<file path="src/source/latency_pkg.sv">
// Latency model constants
package latency_pkg;

   // Countdown width per station
   localparam int DLY_W = 8;

   // Minimum delay per kind, random part spans DLY_SPAN values
   localparam int WRLINE_M_MIN = 4;
   localparam int WRLINE_I_MIN = 8;
   localparam int DLY_SPAN     = 16;

   // 16-bit Fibonacci LFSR, x^16 + x^14 + x^13 + x^11 + 1
   localparam logic [15:0] LFSR_SEED = 16'hace1;
   localparam logic [15:0] LFSR_TAPS = 16'hb400;

   // Wait station state
   typedef enum logic [1:0] {
      IDLE      = 2'd0,
      COUNTDOWN = 2'd1,
      READY     = 2'd2
   } slot_state_t;

endpackage

</file>
<file path="src/source/wrf_pkg.sv">
// Write channel request types
package wrf_pkg;

   // Field widths
   localparam int ADDR_W = 16;
   localparam int DATA_W = 32;

   // Request kinds as seen on the input
   typedef enum logic [1:0] {
      WRLINE_M = 2'd0,
      WRLINE_I = 2'd1,
      WRFENCE  = 2'd2
   } wr_kind_t;

   // Input FIFO entry, fences included
   typedef struct packed {
      wr_kind_t            kind;
      logic [ADDR_W-1:0]   addr;
      logic [DATA_W-1:0]   data;
   } wr_req_t;

   // Entry past the fence gate
   // inv set for WRLINE_I, clear for WRLINE_M
   typedef struct packed {
      logic                inv;
      logic [ADDR_W-1:0]   addr;
      logic [DATA_W-1:0]   data;
   } wr_out_t;

endpackage
</file>
<file path="src/source/delay_config.sv">
// Per-kind delay from an LFSR
`timescale 1ns/100ps

module delay_config
   import wrf_pkg::*;
   import latency_pkg::*;
(
   input  logic              clk,
   input  logic              rst,
   input  logic              push_i,
   input  wr_kind_t          kind_i,
   output logic [DLY_W-1:0]  delay_o
);

   localparam int SPAN_W = $clog2(DLY_SPAN);

   logic [15:0]      lfsr;
   logic             feedback;
   logic [DLY_W-1:0] min_dly;

   // XOR of tapped bits
   assign feedback = ^(lfsr & LFSR_TAPS);

   // Step once per accepted push
   always_ff @(posedge clk) begin
      if (rst) begin
         lfsr <= LFSR_SEED;
      end else if (push_i) begin
         lfsr <= {lfsr[14:0], feedback};
      end
   end

   // Range table, fences never pushed
   always_comb begin
      case (kind_i)
         WRLINE_M: min_dly = DLY_W'(WRLINE_M_MIN);
         WRLINE_I: min_dly = DLY_W'(WRLINE_I_MIN);
         default:  min_dly = DLY_W'(WRLINE_M_MIN);
      endcase
   end

   // Low bits give value modulo the span
   assign delay_o = min_dly + DLY_W'(lfsr[SPAN_W-1:0]);

endmodule

</file>
<file path="src/source/fence_gate.sv">
// Write fence trap between input FIFO and latency buffer
`timescale 1ns/100ps

module fence_gate
   import wrf_pkg::*;
(
   input  logic      clk,
   input  logic      rst,
   input  wr_req_t   head_i,
   input  logic      head_valid_i,
   output logic      pop_o,
   input  logic      has_space_i,
   input  logic      drained_i,
   input  logic      out_empty_i,
   output logic      push_o,
   output wr_out_t   push_req_o,
   output wr_kind_t  push_kind_o
);

   typedef enum logic [1:0] {
      PASS       = 2'd0,
      WAIT_DRAIN = 2'd1,
      RELEASE    = 2'd2
   } gate_state_t;

   gate_state_t state;
   logic        is_fence;

   assign is_fence = head_valid_i && (head_i.kind == WRFENCE);

   // Writes go straight through when a station is free
   assign push_o = (state == PASS) && head_valid_i && !is_fence && has_space_i;
   // Fence leaves the FIFO only in RELEASE, nothing pushed
   assign pop_o  = push_o || (state == RELEASE);

   // Kind collapsed to the M/I flag
   assign push_req_o.inv  = (head_i.kind == WRLINE_I);
   assign push_req_o.addr = head_i.addr;
   assign push_req_o.data = head_i.data;
   assign push_kind_o     = head_i.kind;

   always_ff @(posedge clk) begin
      if (rst) begin
         state <= PASS;
      end else begin
         case (state)
            PASS: begin
               if (is_fence) begin
                  state <= WAIT_DRAIN;
               end
            end
            // Hold until every earlier write has left the channel
            WAIT_DRAIN: begin
               if (drained_i && out_empty_i) begin
                  state <= RELEASE;
               end
            end
            RELEASE: state <= PASS;
            default: state <= PASS;
         endcase
      end
   end

endmodule

</file>
<file path="src/source/latency_buffer.sv">
// Wait stations with per-entry countdown
`timescale 1ns/100ps

module latency_buffer
   import wrf_pkg::*;
   import latency_pkg::*;
#(
   parameter int NUM_STATIONS = 8
) (
   input  logic              clk,
   input  logic              rst,
   input  logic              push_i,
   input  wr_out_t           push_req_i,
   input  logic [DLY_W-1:0]  delay_i,
   output logic              has_space_o,
   output logic              drained_o,
   input  logic              out_alm_full_i,
   output logic              out_wen_o,
   output wr_out_t           out_data_o
);

   localparam int IDX_W = $clog2(NUM_STATIONS);

   // Station arrays
   slot_state_t      state   [NUM_STATIONS];
   logic [DLY_W-1:0] cnt     [NUM_STATIONS];
   wr_out_t          payload [NUM_STATIONS];

   logic [NUM_STATIONS-1:0] free_vec;
   logic [NUM_STATIONS-1:0] ready_vec;
   logic [IDX_W:0]          busy_cnt;

   // Registered search results
   logic [IDX_W-1:0] push_slot;
   logic             push_ok;
   logic [IDX_W-1:0] pop_slot;
   logic             pop_ok;
   logic [IDX_W-1:0] nxt_push;
   logic             nxt_push_ok;
   logic [IDX_W-1:0] nxt_pop;
   logic             nxt_pop_ok;
   logic             pop_fire;

   // Hide the slot in use this cycle from the next search
   always_comb begin
      for (int i = 0; i < NUM_STATIONS; i++) begin
         free_vec[i]  = (state[i] == IDLE) && !(push_i && (push_slot == IDX_W'(i)));
         ready_vec[i] = (state[i] == READY) && !(pop_fire && (pop_slot == IDX_W'(i)));
      end
   end

   always_comb begin
      busy_cnt = '0;
      for (int i = 0; i < NUM_STATIONS; i++) begin
         busy_cnt = busy_cnt + (IDX_W + 1)'(state[i] != IDLE);
      end
   end

   // Round-robin from the last choice, nearest candidate wins
   always_comb begin
      logic [IDX_W-1:0] idx;
      nxt_push    = push_slot;
      nxt_push_ok = 1'b0;
      nxt_pop     = pop_slot;
      nxt_pop_ok  = 1'b0;
      for (int k = NUM_STATIONS; k >= 1; k--) begin
         idx = IDX_W'((int'(push_slot) + k) % NUM_STATIONS);
         if (free_vec[idx]) begin
            nxt_push    = idx;
            nxt_push_ok = 1'b1;
         end
         idx = IDX_W'((int'(pop_slot) + k) % NUM_STATIONS);
         if (ready_vec[idx]) begin
            nxt_pop    = idx;
            nxt_pop_ok = 1'b1;
         end
      end
   end

   always_ff @(posedge clk) begin
      if (rst) begin
         push_slot <= '0;
         push_ok   <= 1'b0;
         pop_slot  <= '0;
         pop_ok    <= 1'b0;
      end else begin
         push_slot <= nxt_push;
         push_ok   <= nxt_push_ok;
         pop_slot  <= nxt_pop;
         pop_ok    <= nxt_pop_ok;
      end
   end

   // One release per cycle, held off by output back-pressure
   assign pop_fire = pop_ok && !out_alm_full_i;

   for (genvar g = 0; g < NUM_STATIONS; g++) begin : g_station
      logic load;
      logic leave;

      assign load  = push_i && (push_slot == IDX_W'(g));
      assign leave = pop_fire && (pop_slot == IDX_W'(g));

      always_ff @(posedge clk) begin
         if (rst) begin
            state[g] <= IDLE;
         end else begin
            case (state[g])
               IDLE:      if (load) state[g] <= COUNTDOWN;
               COUNTDOWN: if (cnt[g] == '0) state[g] <= READY;
               READY:     if (leave) state[g] <= IDLE;
               default:   state[g] <= IDLE;
            endcase
         end
      end

      // Countdown and payload
      always_ff @(posedge clk) begin
         if (load) begin
            cnt[g]     <= delay_i;
            payload[g] <= push_req_i;
         end else if ((state[g] == COUNTDOWN) && (cnt[g] != '0)) begin
            cnt[g] <= cnt[g] - 1'b1;
         end
      end
   end

   // Output stage into the output FIFO
   always_ff @(posedge clk) begin
      if (rst) begin
         out_wen_o <= 1'b0;
      end else begin
         out_wen_o <= pop_fire;
      end
   end

   always_ff @(posedge clk) begin
      if (pop_fire) begin
         out_data_o <= payload[pop_slot];
      end
   end

   // Keep one station spare, and only with a valid slot in hand
   assign has_space_o = (busy_cnt < (IDX_W + 1)'(NUM_STATIONS - 1)) && push_ok;
   // Staged entry still counts as inside
   assign drained_o   = (busy_cnt == '0) && !out_wen_o;

endmodule

</file>
<file path="src/source/ooo_wrf_channel.sv">
// Out-of-order write channel with fence
`timescale 1ns/100ps

module ooo_wrf_channel
   import wrf_pkg::*;
   import latency_pkg::*;
#(
   parameter int NUM_STATIONS    = 8,
   parameter int IN_DEPTH_LOG2   = 3,
   parameter int IN_FULL_THRESH  = 5,
   parameter int OUT_DEPTH_LOG2  = 3,
   parameter int OUT_FULL_THRESH = 6
) (
   input  logic               clk,
   input  logic               rst,
   // Request side
   input  wr_kind_t           wr_kind_i,
   input  logic [ADDR_W-1:0]  addr_i,
   input  logic [DATA_W-1:0]  data_i,
   input  logic               write_en_i,
   output logic               full_o,
   // Release side
   output wr_kind_t           kind_o,
   output logic [ADDR_W-1:0]  addr_o,
   output logic [DATA_W-1:0]  data_o,
   output logic               valid_o,
   input  logic               read_en_i,
   output logic               empty_o
);

   wr_req_t   in_req;
   wr_req_t   head;
   logic      head_valid;
   logic      head_pop;
   logic      push;
   wr_out_t   push_req;
   wr_kind_t  push_kind;
   logic [DLY_W-1:0] delay;
   logic      has_space;
   logic      drained;
   logic      out_alm_full;
   logic      out_wen;
   wr_out_t   out_din;
   wr_out_t   out_head;

   assign in_req = '{kind: wr_kind_i, addr: addr_i, data: data_i};

   req_fifo #(
      .payload_t   (wr_req_t),
      .DEPTH_LOG2  (IN_DEPTH_LOG2),
      .FULL_THRESH (IN_FULL_THRESH)
   ) u_in_fifo (
      .clk        (clk),
      .rst        (rst),
      .wr_en_i    (write_en_i),
      .data_i     (in_req),
      .rd_en_i    (head_pop),
      .data_o     (head),
      .valid_o    (head_valid),
      .empty_o    (),
      .alm_full_o (full_o)
   );

   fence_gate u_fence_gate (
      .clk          (clk),
      .rst          (rst),
      .head_i       (head),
      .head_valid_i (head_valid),
      .pop_o        (head_pop),
      .has_space_i  (has_space),
      .drained_i    (drained),
      .out_empty_i  (empty_o),
      .push_o       (push),
      .push_req_o   (push_req),
      .push_kind_o  (push_kind)
   );

   delay_config u_delay_config (
      .clk     (clk),
      .rst     (rst),
      .push_i  (push),
      .kind_i  (push_kind),
      .delay_o (delay)
   );

   latency_buffer #(
      .NUM_STATIONS (NUM_STATIONS)
   ) u_latency_buffer (
      .clk            (clk),
      .rst            (rst),
      .push_i         (push),
      .push_req_i     (push_req),
      .delay_i        (delay),
      .has_space_o    (has_space),
      .drained_o      (drained),
      .out_alm_full_i (out_alm_full),
      .out_wen_o      (out_wen),
      .out_data_o     (out_din)
   );

   req_fifo #(
      .payload_t   (wr_out_t),
      .DEPTH_LOG2  (OUT_DEPTH_LOG2),
      .FULL_THRESH (OUT_FULL_THRESH)
   ) u_out_fifo (
      .clk        (clk),
      .rst        (rst),
      .wr_en_i    (out_wen),
      .data_i     (out_din),
      .rd_en_i    (read_en_i),
      .data_o     (out_head),
      .valid_o    (valid_o),
      .empty_o    (empty_o),
      .alm_full_o (out_alm_full)
   );

   // WRLINE_M and WRLINE_I differ only in bit 0
   assign kind_o = wr_kind_t'({1'b0, out_head.inv});
   assign addr_o = out_head.addr;
   assign data_o = out_head.data;

endmodule

</file>
<file path="src/source/req_fifo.sv">
// Show-ahead synchronous FIFO
`timescale 1ns/100ps

module req_fifo #(
   parameter type payload_t   = logic,
   parameter int  DEPTH_LOG2  = 3,
   parameter int  FULL_THRESH = 5,
   parameter int  CNT_W       = DEPTH_LOG2 + 1
) (
   input  logic      clk,
   input  logic      rst,
   input  logic      wr_en_i,
   input  payload_t  data_i,
   input  logic      rd_en_i,
   output payload_t  data_o,
   output logic      valid_o,
   output logic      empty_o,
   output logic      alm_full_o
);

   localparam int DEPTH = 1 << DEPTH_LOG2;

   // Storage, no reset needed
   payload_t mem [DEPTH];

   logic [DEPTH_LOG2-1:0] wr_ptr;
   logic [DEPTH_LOG2-1:0] rd_ptr;
   logic [CNT_W-1:0]      count;
   logic                  do_wr;
   logic                  do_rd;

   // Pop only a valid head
   assign do_rd = rd_en_i && !empty_o;
   // Drop writes at true capacity unless a pop frees a slot
   assign do_wr = wr_en_i && ((count < CNT_W'(DEPTH)) || do_rd);

   always_ff @(posedge clk) begin
      if (do_wr) begin
         mem[wr_ptr] <= data_i;
      end
   end

   always_ff @(posedge clk) begin
      if (rst) begin
         wr_ptr <= '0;
         rd_ptr <= '0;
         count  <= '0;
      end else begin
         if (do_wr) begin
            wr_ptr <= wr_ptr + 1'b1;
         end
         if (do_rd) begin
            rd_ptr <= rd_ptr + 1'b1;
         end
         // Net occupancy change
         if (do_wr && !do_rd) begin
            count <= count + 1'b1;
         end else if (do_rd && !do_wr) begin
            count <= count - 1'b1;
         end
      end
   end

   // Head always visible
   assign data_o     = mem[rd_ptr];
   assign empty_o    = (count == '0);
   assign valid_o    = !empty_o;
   assign alm_full_o = (count >= CNT_W'(FULL_THRESH));

endmodule

</file>
<file path="config.mk">
export PLATFORM = sky130hd
export DESIGN_NAME = ooo_wrf_channel
export DESIGN_NICKNAME = d
export VERILOG_FILES = /design/src/source/latency_pkg.sv /design/src/source/wrf_pkg.sv /design/src/source/delay_config.sv /design/src/source/fence_gate.sv /design/src/source/latency_buffer.sv /design/src/source/ooo_wrf_channel.sv /design/src/source/req_fifo.sv
export SDC_FILE = /design/constraint.sdc
export NUM_CORES = 1
export LEC_CHECK = 0
export BUFFER_PORTS_ARGS = -buffer_cell sky130_fd_sc_hd__buf_2
export CELL_PAD_IN_SITES_DETAIL_PLACEMENT = 1
export CELL_PAD_IN_SITES_GLOBAL_PLACEMENT = 1
export CORE_UTILIZATION = 36
export CTS_CLUSTER_SIZE = 40
export DETAILED_ROUTE_END_ITERATION = 12
export HOLD_SLACK_MARGIN = 0.06
export PLACE_DENSITY = 0.6
export REMOVE_ABC_BUFFERS = 1
export SYNTH_ARGS = -nofsm -noshare
export SYNTH_HDL_FRONTEND = slang
export SYNTH_HIERARCHICAL = 1
export SYNTH_SLANG_ARGS = --single-unit
</file>
<file path="constraint.sdc">
create_clock -name clk -period 10.5 [get_ports clk]
set_clock_uncertainty 0.2 [all_clocks]
set_input_delay 0.525 -clock clk [delete_from_list [all_inputs] [get_ports clk]]
set_output_delay 0.525 -clock clk [all_outputs]
set_load 0.01 [all_outputs]
</file>
---- After elaboration in Yosys (flattened, before gate mapping) ----
Memories as Yosys holds them, arrays and structs flattened. A register that Yosys moved wholly into a read port is not among the register bits.
Index checks and enable logic that the tools add are counted.
word-level totals
  memories ................................ 5
  register bits ........................... 47
  memory bits (read-only) ................. 0
  memory bits (writable) .................. 1264
  output and inout bits ................... 53
  bits in latches ......................... 0
  logic and storage cells ................. 593
operators by class
  add/subtract/negate cells ............... 40
  bitwise gates (word level) .............. 40
  magnitude comparators ................... 21
  reductions and logical operators ........ 143
  divide/modulo/power cells ............... 0
  mux-type cells .......................... 295
  shift operators ......................... 0
  multiply operators ...................... 0
  equality and inequality tests ........... 36
memory list
  memory                    words  bits a word  read ports  clocked after Yosys merged registers in  wr ports  RTL line              source
  u_in_fifo.mem             8      50           1           1                                        1         req_fifo.sv:24        payload_t mem [DEPTH];
  u_latency_buffer.payload  8      49           1           1                                        1         latency_buffer.sv:27  wr_out_t payload [NUM_STATIONS];
  u_out_fifo.mem            8      49           1           1                                        1         req_fifo.sv:24
  u_latency_buffer.cnt      8      8            8           0                                        8         latency_buffer.sv:26  logic [DLY_W-1:0] cnt [NUM_STATIONS];
  u_latency_buffer.state    8      2            8           0                                        8         latency_buffer.sv:25  slot_state_t state [NUM_STATIONS];
operators with widths
  operator                                                                       number
  49-bit two-way mux                                                             7
  49-bit OR reduction                                                            7
  1-bit two-way mux                                                              197
  3-bit two-way mux                                                              27
  8-bit nonzero test                                                             10
  2-bit two-way mux                                                              34
  8-bit zero test                                                                8
  3-bit by 4-bit less-than comparator with 1-bit output (second input constant)  16
  8-bit two-way mux                                                              8
  8-bit by 1-bit subtractor with 8-bit output (second input constant)            8
  1-bit logical AND                                                              56
  1-bit binary-select mux with 3-bit select                                      16
  1-bit OR                                                                       40
  1-bit zero test                                                                25
  3-bit by 1-bit adder with 3-bit output (second input constant)                 8
  3-bit adder (second input constant)                                            8
  4-bit by 1-bit adder with 4-bit output                                         6
  3-bit == test (second input constant)                                          8
  3-bit OR reduction                                                             8
  2-bit by 1-bit == test with 1-bit output (second input constant)               10
  2-bit == test (second input constant)                                          10
  4-bit two-way mux                                                              5
  2-bit nonzero test                                                             10
  2-bit zero test                                                                9
  other kinds (17)                                                               34

---- Longest topological paths before layout ----
An unclocked memory read counts as a cell.
  depth after elaboration ................. 25
  gate-level depth with buffers ........... 25
  depth with buffers taken out ............ 24

---- Cells and area by module ----
Netlist, hierarchy kept.
modules (own cells, without submodules)
  module                  times used  cells an instance  area each (um2)
  latency_buffer          1           1512               23433.7
  req_fifo at u_in_fifo   1           654                16030.4
  req_fifo at u_out_fifo  1           642                15339.7
  delay_config            1           65                 703.2
  fence_gate              1           63                 485.5
  ooo_wrf_channel         1           2                  11.3

---- Worst setup path before layout ----
No wires, ideal clock.
  path type ............................... register to register
  start point ............................. memory u_latency_buffer/state[0][7] (netlist name)
  end point ............................... memory u_in_fifo/mem[0][0] (netlist name) (enable)
  stages on the path, launching flop included .. 17
  data required time ...................... 9718 ps
  path buffers ............................ 0
  arrival time ............................ 8658 ps
  setup slack ............................. 1059 ps
  cell sequence ........................... edfxtp_1 > or2_2 > fa_1 > fa_1 > inv_1 > fa_1 > inv_1 > ha_1 > fa_1 > xor2_1 > nand3_1 > nand2_1 > a21oi_1 > nand3_1 > a21oi_1 > o21ai_0 > nor4_1
RTL lines
  item         RTL line
  from (decl)  latency_buffer.sv:25
  to (decl)    req_fifo.sv:24

==> flow_summary.ini <==
[setup_path]
worst-path-max-fanout = 31
setup.reg_to_reg.worst_slack_ns = 3.49
cp_data_arrival_time_ns = 7.46
r2r-end = u_latency_buffer/push_slot[0]
worstPathRequired_ns = 10.95
crit-reg2reg-launch = u_latency_buffer/state[0][2]
crit_path_start_kind = flip-flop
end_kind = flip-flop
number_of_cells_on_the_worst_reg_to_reg_path = 24
path_class = reg -> reg

[routing]
totalWireLength_um = 128000
firstDrtPassIters = 9
drt_drc_violations_left = 24
drt.antenna.violating_nets = 0
detail_route.wl_per_cell_um = 24.3
avgViaCountPerCell = 5.15
detailedRoute.firstIterationViolations = 1858
vias = 27100

[worst_hold_path]
timing.hold.worst_endpoint = u_delay_config/lfsr[3]
min-delay-path-class = in -> reg
hold_path.startpoint = rst
timing.hold.worst_path_depth = 3

[clock_network]
tritoncts_clock_tree = built
post_cts_resize_count = 0
clock_insertion_delay_worst_skew_ns = 0.77
cts_setup_buffers = 0
clock_sink_count = 1366
cts_root_buf = sky130_fd_sc_hd__clkbuf_16
cts.reportedPaths.clkPinSlew_ns = 0.06
cts_max_level = 4
ctsLongestPathBuffers = 3
cts_made_buffers = 144

[global_routing]
grt_start_max_net_pins = 81
globalRoute.totalOverflow = 0
gr-usage-all-layers_pct = 16.3
first_global_vias = 29300
grt_first_pass_wirelength_um = 190000
antenna_found_initial = 15

[placement]
dp_hpwl_um = 73900
place_area_um2 = 58400
routabilityCongestion = 0.770
port-buffer-count = 105

[timing]
report.final.setup_viol = 0
min_period_ns = 7.01
fin_setup_tns_ns = 0
timing_worst_slew_pin_value_ns = 1.29
hold_viol_final = 0
slew_viol_final = 0
min_period_over_period_pct = 66.8
timing.slew.headroom_pct = 12.8
fmax_mhz = 143
grt_setup_unrepaired = no

[power]
vdd.ir_drop.worst_mv = 0.122
total_power_mw = 16.5
comb_pwr_share_pct = 24.3
net_switching_power_mw = 4.97
internal_power_mw = 11.5
power.switching_fraction_pct = 30.2
clock_network_fraction_of_design_power_pct = 29.5
power_frac_seq_pct = 46.2
total_leakage_power_nw = 20.5
cellPowerDensity_nw_per_um2 = 260

[finish]
final_nets = 3196
layout.core_utilization_pct = 41.1
fin_area_um2 = 63500
fillCellCount = 14800
synth_to_layout_area_growth_pct = 13.3
post_route_cells_drive_above_1_share_pct = 22.6

[flow_run]
timing.max_cap.violations = 0

[floorplanning]
die-area_um2 = 157000
initial_utilization_pct = 36.3
num_rows = 144
die_y_um = 396
floorplan.io_pins = 107
placeable_core_region_um2 = 154000
chipWidth_um = 396

[yosys]
synthesis.area_um2 = 56000
yosysWarningCount = 6
syn-mean-instance-area_um2 = 19.1
synthCells = 2937

[status]
violations = DRC
outcome = finished with violations
## worst max path at each step
stage                                            start                             to  slack [ns]
after global routing      u_latency_buffer/state[0][2]  u_latency_buffer/push_slot[0]        3.05
after floorplan                              flip-flop            u_in_fifo/mem[0][0]        0.27
final                     u_latency_buffer/state[0][2]  u_latency_buffer/push_slot[0]        3.49
after detailed placement  u_latency_buffer/state[0][0]  u_latency_buffer/push_slot[0]        3.47
after global placement    u_latency_buffer/state[0][0]  u_latency_buffer/push_slot[0]        3.48
after CTS                 u_latency_buffer/state[0][0]  u_latency_buffer/push_slot[0]        3.43
## through the flow
step	setup WS, ns	hold WS (ns)	cells
2_1_floorplan	0.271	0.241	2743
3_3_place_gp	3.48	0.254	4937
3_5_place_dp	3.47	0.279	4937
4_1_cts	3.43	0.184	5248
5_1_grt	3.05	0.242	5249
6_report	3.49	0.222	5253
## layout by cell type, fill, tap and decap left out, types with 9 or more instances in the layout
cell type                       instances
sky130_fd_sc_hd__xor2_1                33
sky130_fd_sc_hd__nand3_1               16
sky130_fd_sc_hd__a21oi_1               25
sky130_fd_sc_hd__inv_1                 52
sky130_fd_sc_hd__o21ai_0               85
sky130_fd_sc_hd__clkbuf_1              28
sky130_fd_sc_hd__edfxtp_1            1313
sky130_fd_sc_hd__or4_1                 11
sky130_fd_sc_hd__clkbuf_16            147
sky130_fd_sc_hd__nor4b_1                9
sky130_fd_sc_hd__xnor2_1               31
sky130_fd_sc_hd__dfxtp_1               44
sky130_fd_sc_hd__mux4_1               101
sky130_fd_sc_hd__nand2b_1              25
sky130_fd_sc_hd__or3b_1                11
sky130_fd_sc_hd__nor3_1                20
sky130_fd_sc_hd__nand3b_1              31
sky130_fd_sc_hd__nor3_2                10
sky130_fd_sc_hd__buf_2                105
sky130_fd_sc_hd__clkinv_1              29
sky130_fd_sc_hd__ha_1                  44
sky130_fd_sc_hd__mux2i_1               28
sky130_fd_sc_hd__buf_4                 45
sky130_fd_sc_hd__mux4_2               215
sky130_fd_sc_hd__nor2_1                92
sky130_fd_sc_hd__nand2_1              280
sky130_fd_sc_hd__dlygate4sd3_1         52
sky130_fd_sc_hd__clkinv_2              34
sky130_fd_sc_hd__mux2_2               105
## power groups by stage
stage | combinational (mW) | clock (mW) | sequential, mW
finish | 4.01 | 4.87 | 7.61
global route | 4.37 | 5.18 | 7.70
CTS | 4.09 | 5.02 | 7.63
detailed placement | 4.05 | 0 | 7.74
global placement | 3.94 | 0 | 7.65
floorplan | 2.62 | 0 | 7.75
## layout make-up
class | count | area [um^2] | area share (%)
sequential | 1366 | 40500 | 63.8
multi-input combinational | 1313 | 14200 | 22.4
clock buffer | 177 | 3810 | 6.01
tap | 2044 | 2560 | 4.03
timing repair buffer | 202 | 1380 | 2.18
clock inverter | 82 | 723 | 1.14
inverter | 64 | 245 | 0.386
antenna | 5 | 12.5 | 0.0197
## worst max-delay path, stage by stage (launching register included)
cell                       delay, ns
sky130_fd_sc_hd__edfxtp_1       0.48
sky130_fd_sc_hd__nor2_1         0.30
sky130_fd_sc_hd__inv_1          0.15
sky130_fd_sc_hd__fa_1           0.46
sky130_fd_sc_hd__fa_1           0.50
sky130_fd_sc_hd__inv_1          0.05
sky130_fd_sc_hd__fa_1           0.48
sky130_fd_sc_hd__inv_1          0.04
sky130_fd_sc_hd__ha_1           0.20
sky130_fd_sc_hd__fa_1           0.39
sky130_fd_sc_hd__xor2_1         0.18
sky130_fd_sc_hd__nand3_1        0.09
sky130_fd_sc_hd__nand2_1        0.05
sky130_fd_sc_hd__a21oi_1        0.13
sky130_fd_sc_hd__nand3_1        0.12
sky130_fd_sc_hd__nor3_2         0.12
sky130_fd_sc_hd__buf_4          0.41
sky130_fd_sc_hd__nand3b_1       0.44
sky130_fd_sc_hd__nand3_1        0.20
sky130_fd_sc_hd__o21ai_1        0.09
sky130_fd_sc_hd__mux4_2         0.59
sky130_fd_sc_hd__nor4_1         0.48
sky130_fd_sc_hd__nand3_1        0.23
sky130_fd_sc_hd__o21ai_1        0.14
sky130_fd_sc_hd__mux2_1         0.33
## per-layer routing
metal	wire length, um	global-route usage [%]
met2	62800	27.1
met4	2900	4.72
met1	56800	21.8
met3	5190	2.84
met5	22	0
## sequential cells by signal, indices dropped and copies added (netlist names), named ones only
name,cells
u_latency_buffer/pop_ok,1
u_in_fifo/wr_ptr,3
u_latency_buffer/out_data_o,49
u_latency_buffer/payload,392
u_out_fifo/count,4
u_latency_buffer/push_slot,3
u_in_fifo/mem,400
u_latency_buffer/push_ok,1
u_in_fifo/count,4
u_latency_buffer/pop_slot,3
u_out_fifo/rd_ptr,3
u_delay_config/lfsr,16
u_latency_buffer/cnt,64
u_out_fifo/mem,392
u_latency_buffer/state,16
u_in_fifo/rd_ptr,3
u_fence_gate/state,2
u_out_fifo/wr_ptr,3
u_latency_buffer/out_wen_o,1
## repair_timing
item | in CTS | in global routing
hold buffers | 52 | 0
endpoints found under the setup margin | 0 | 0
endpoints found under the hold margin | 408 | 0
Note: power is estimated with default switching activity, not from simulation.
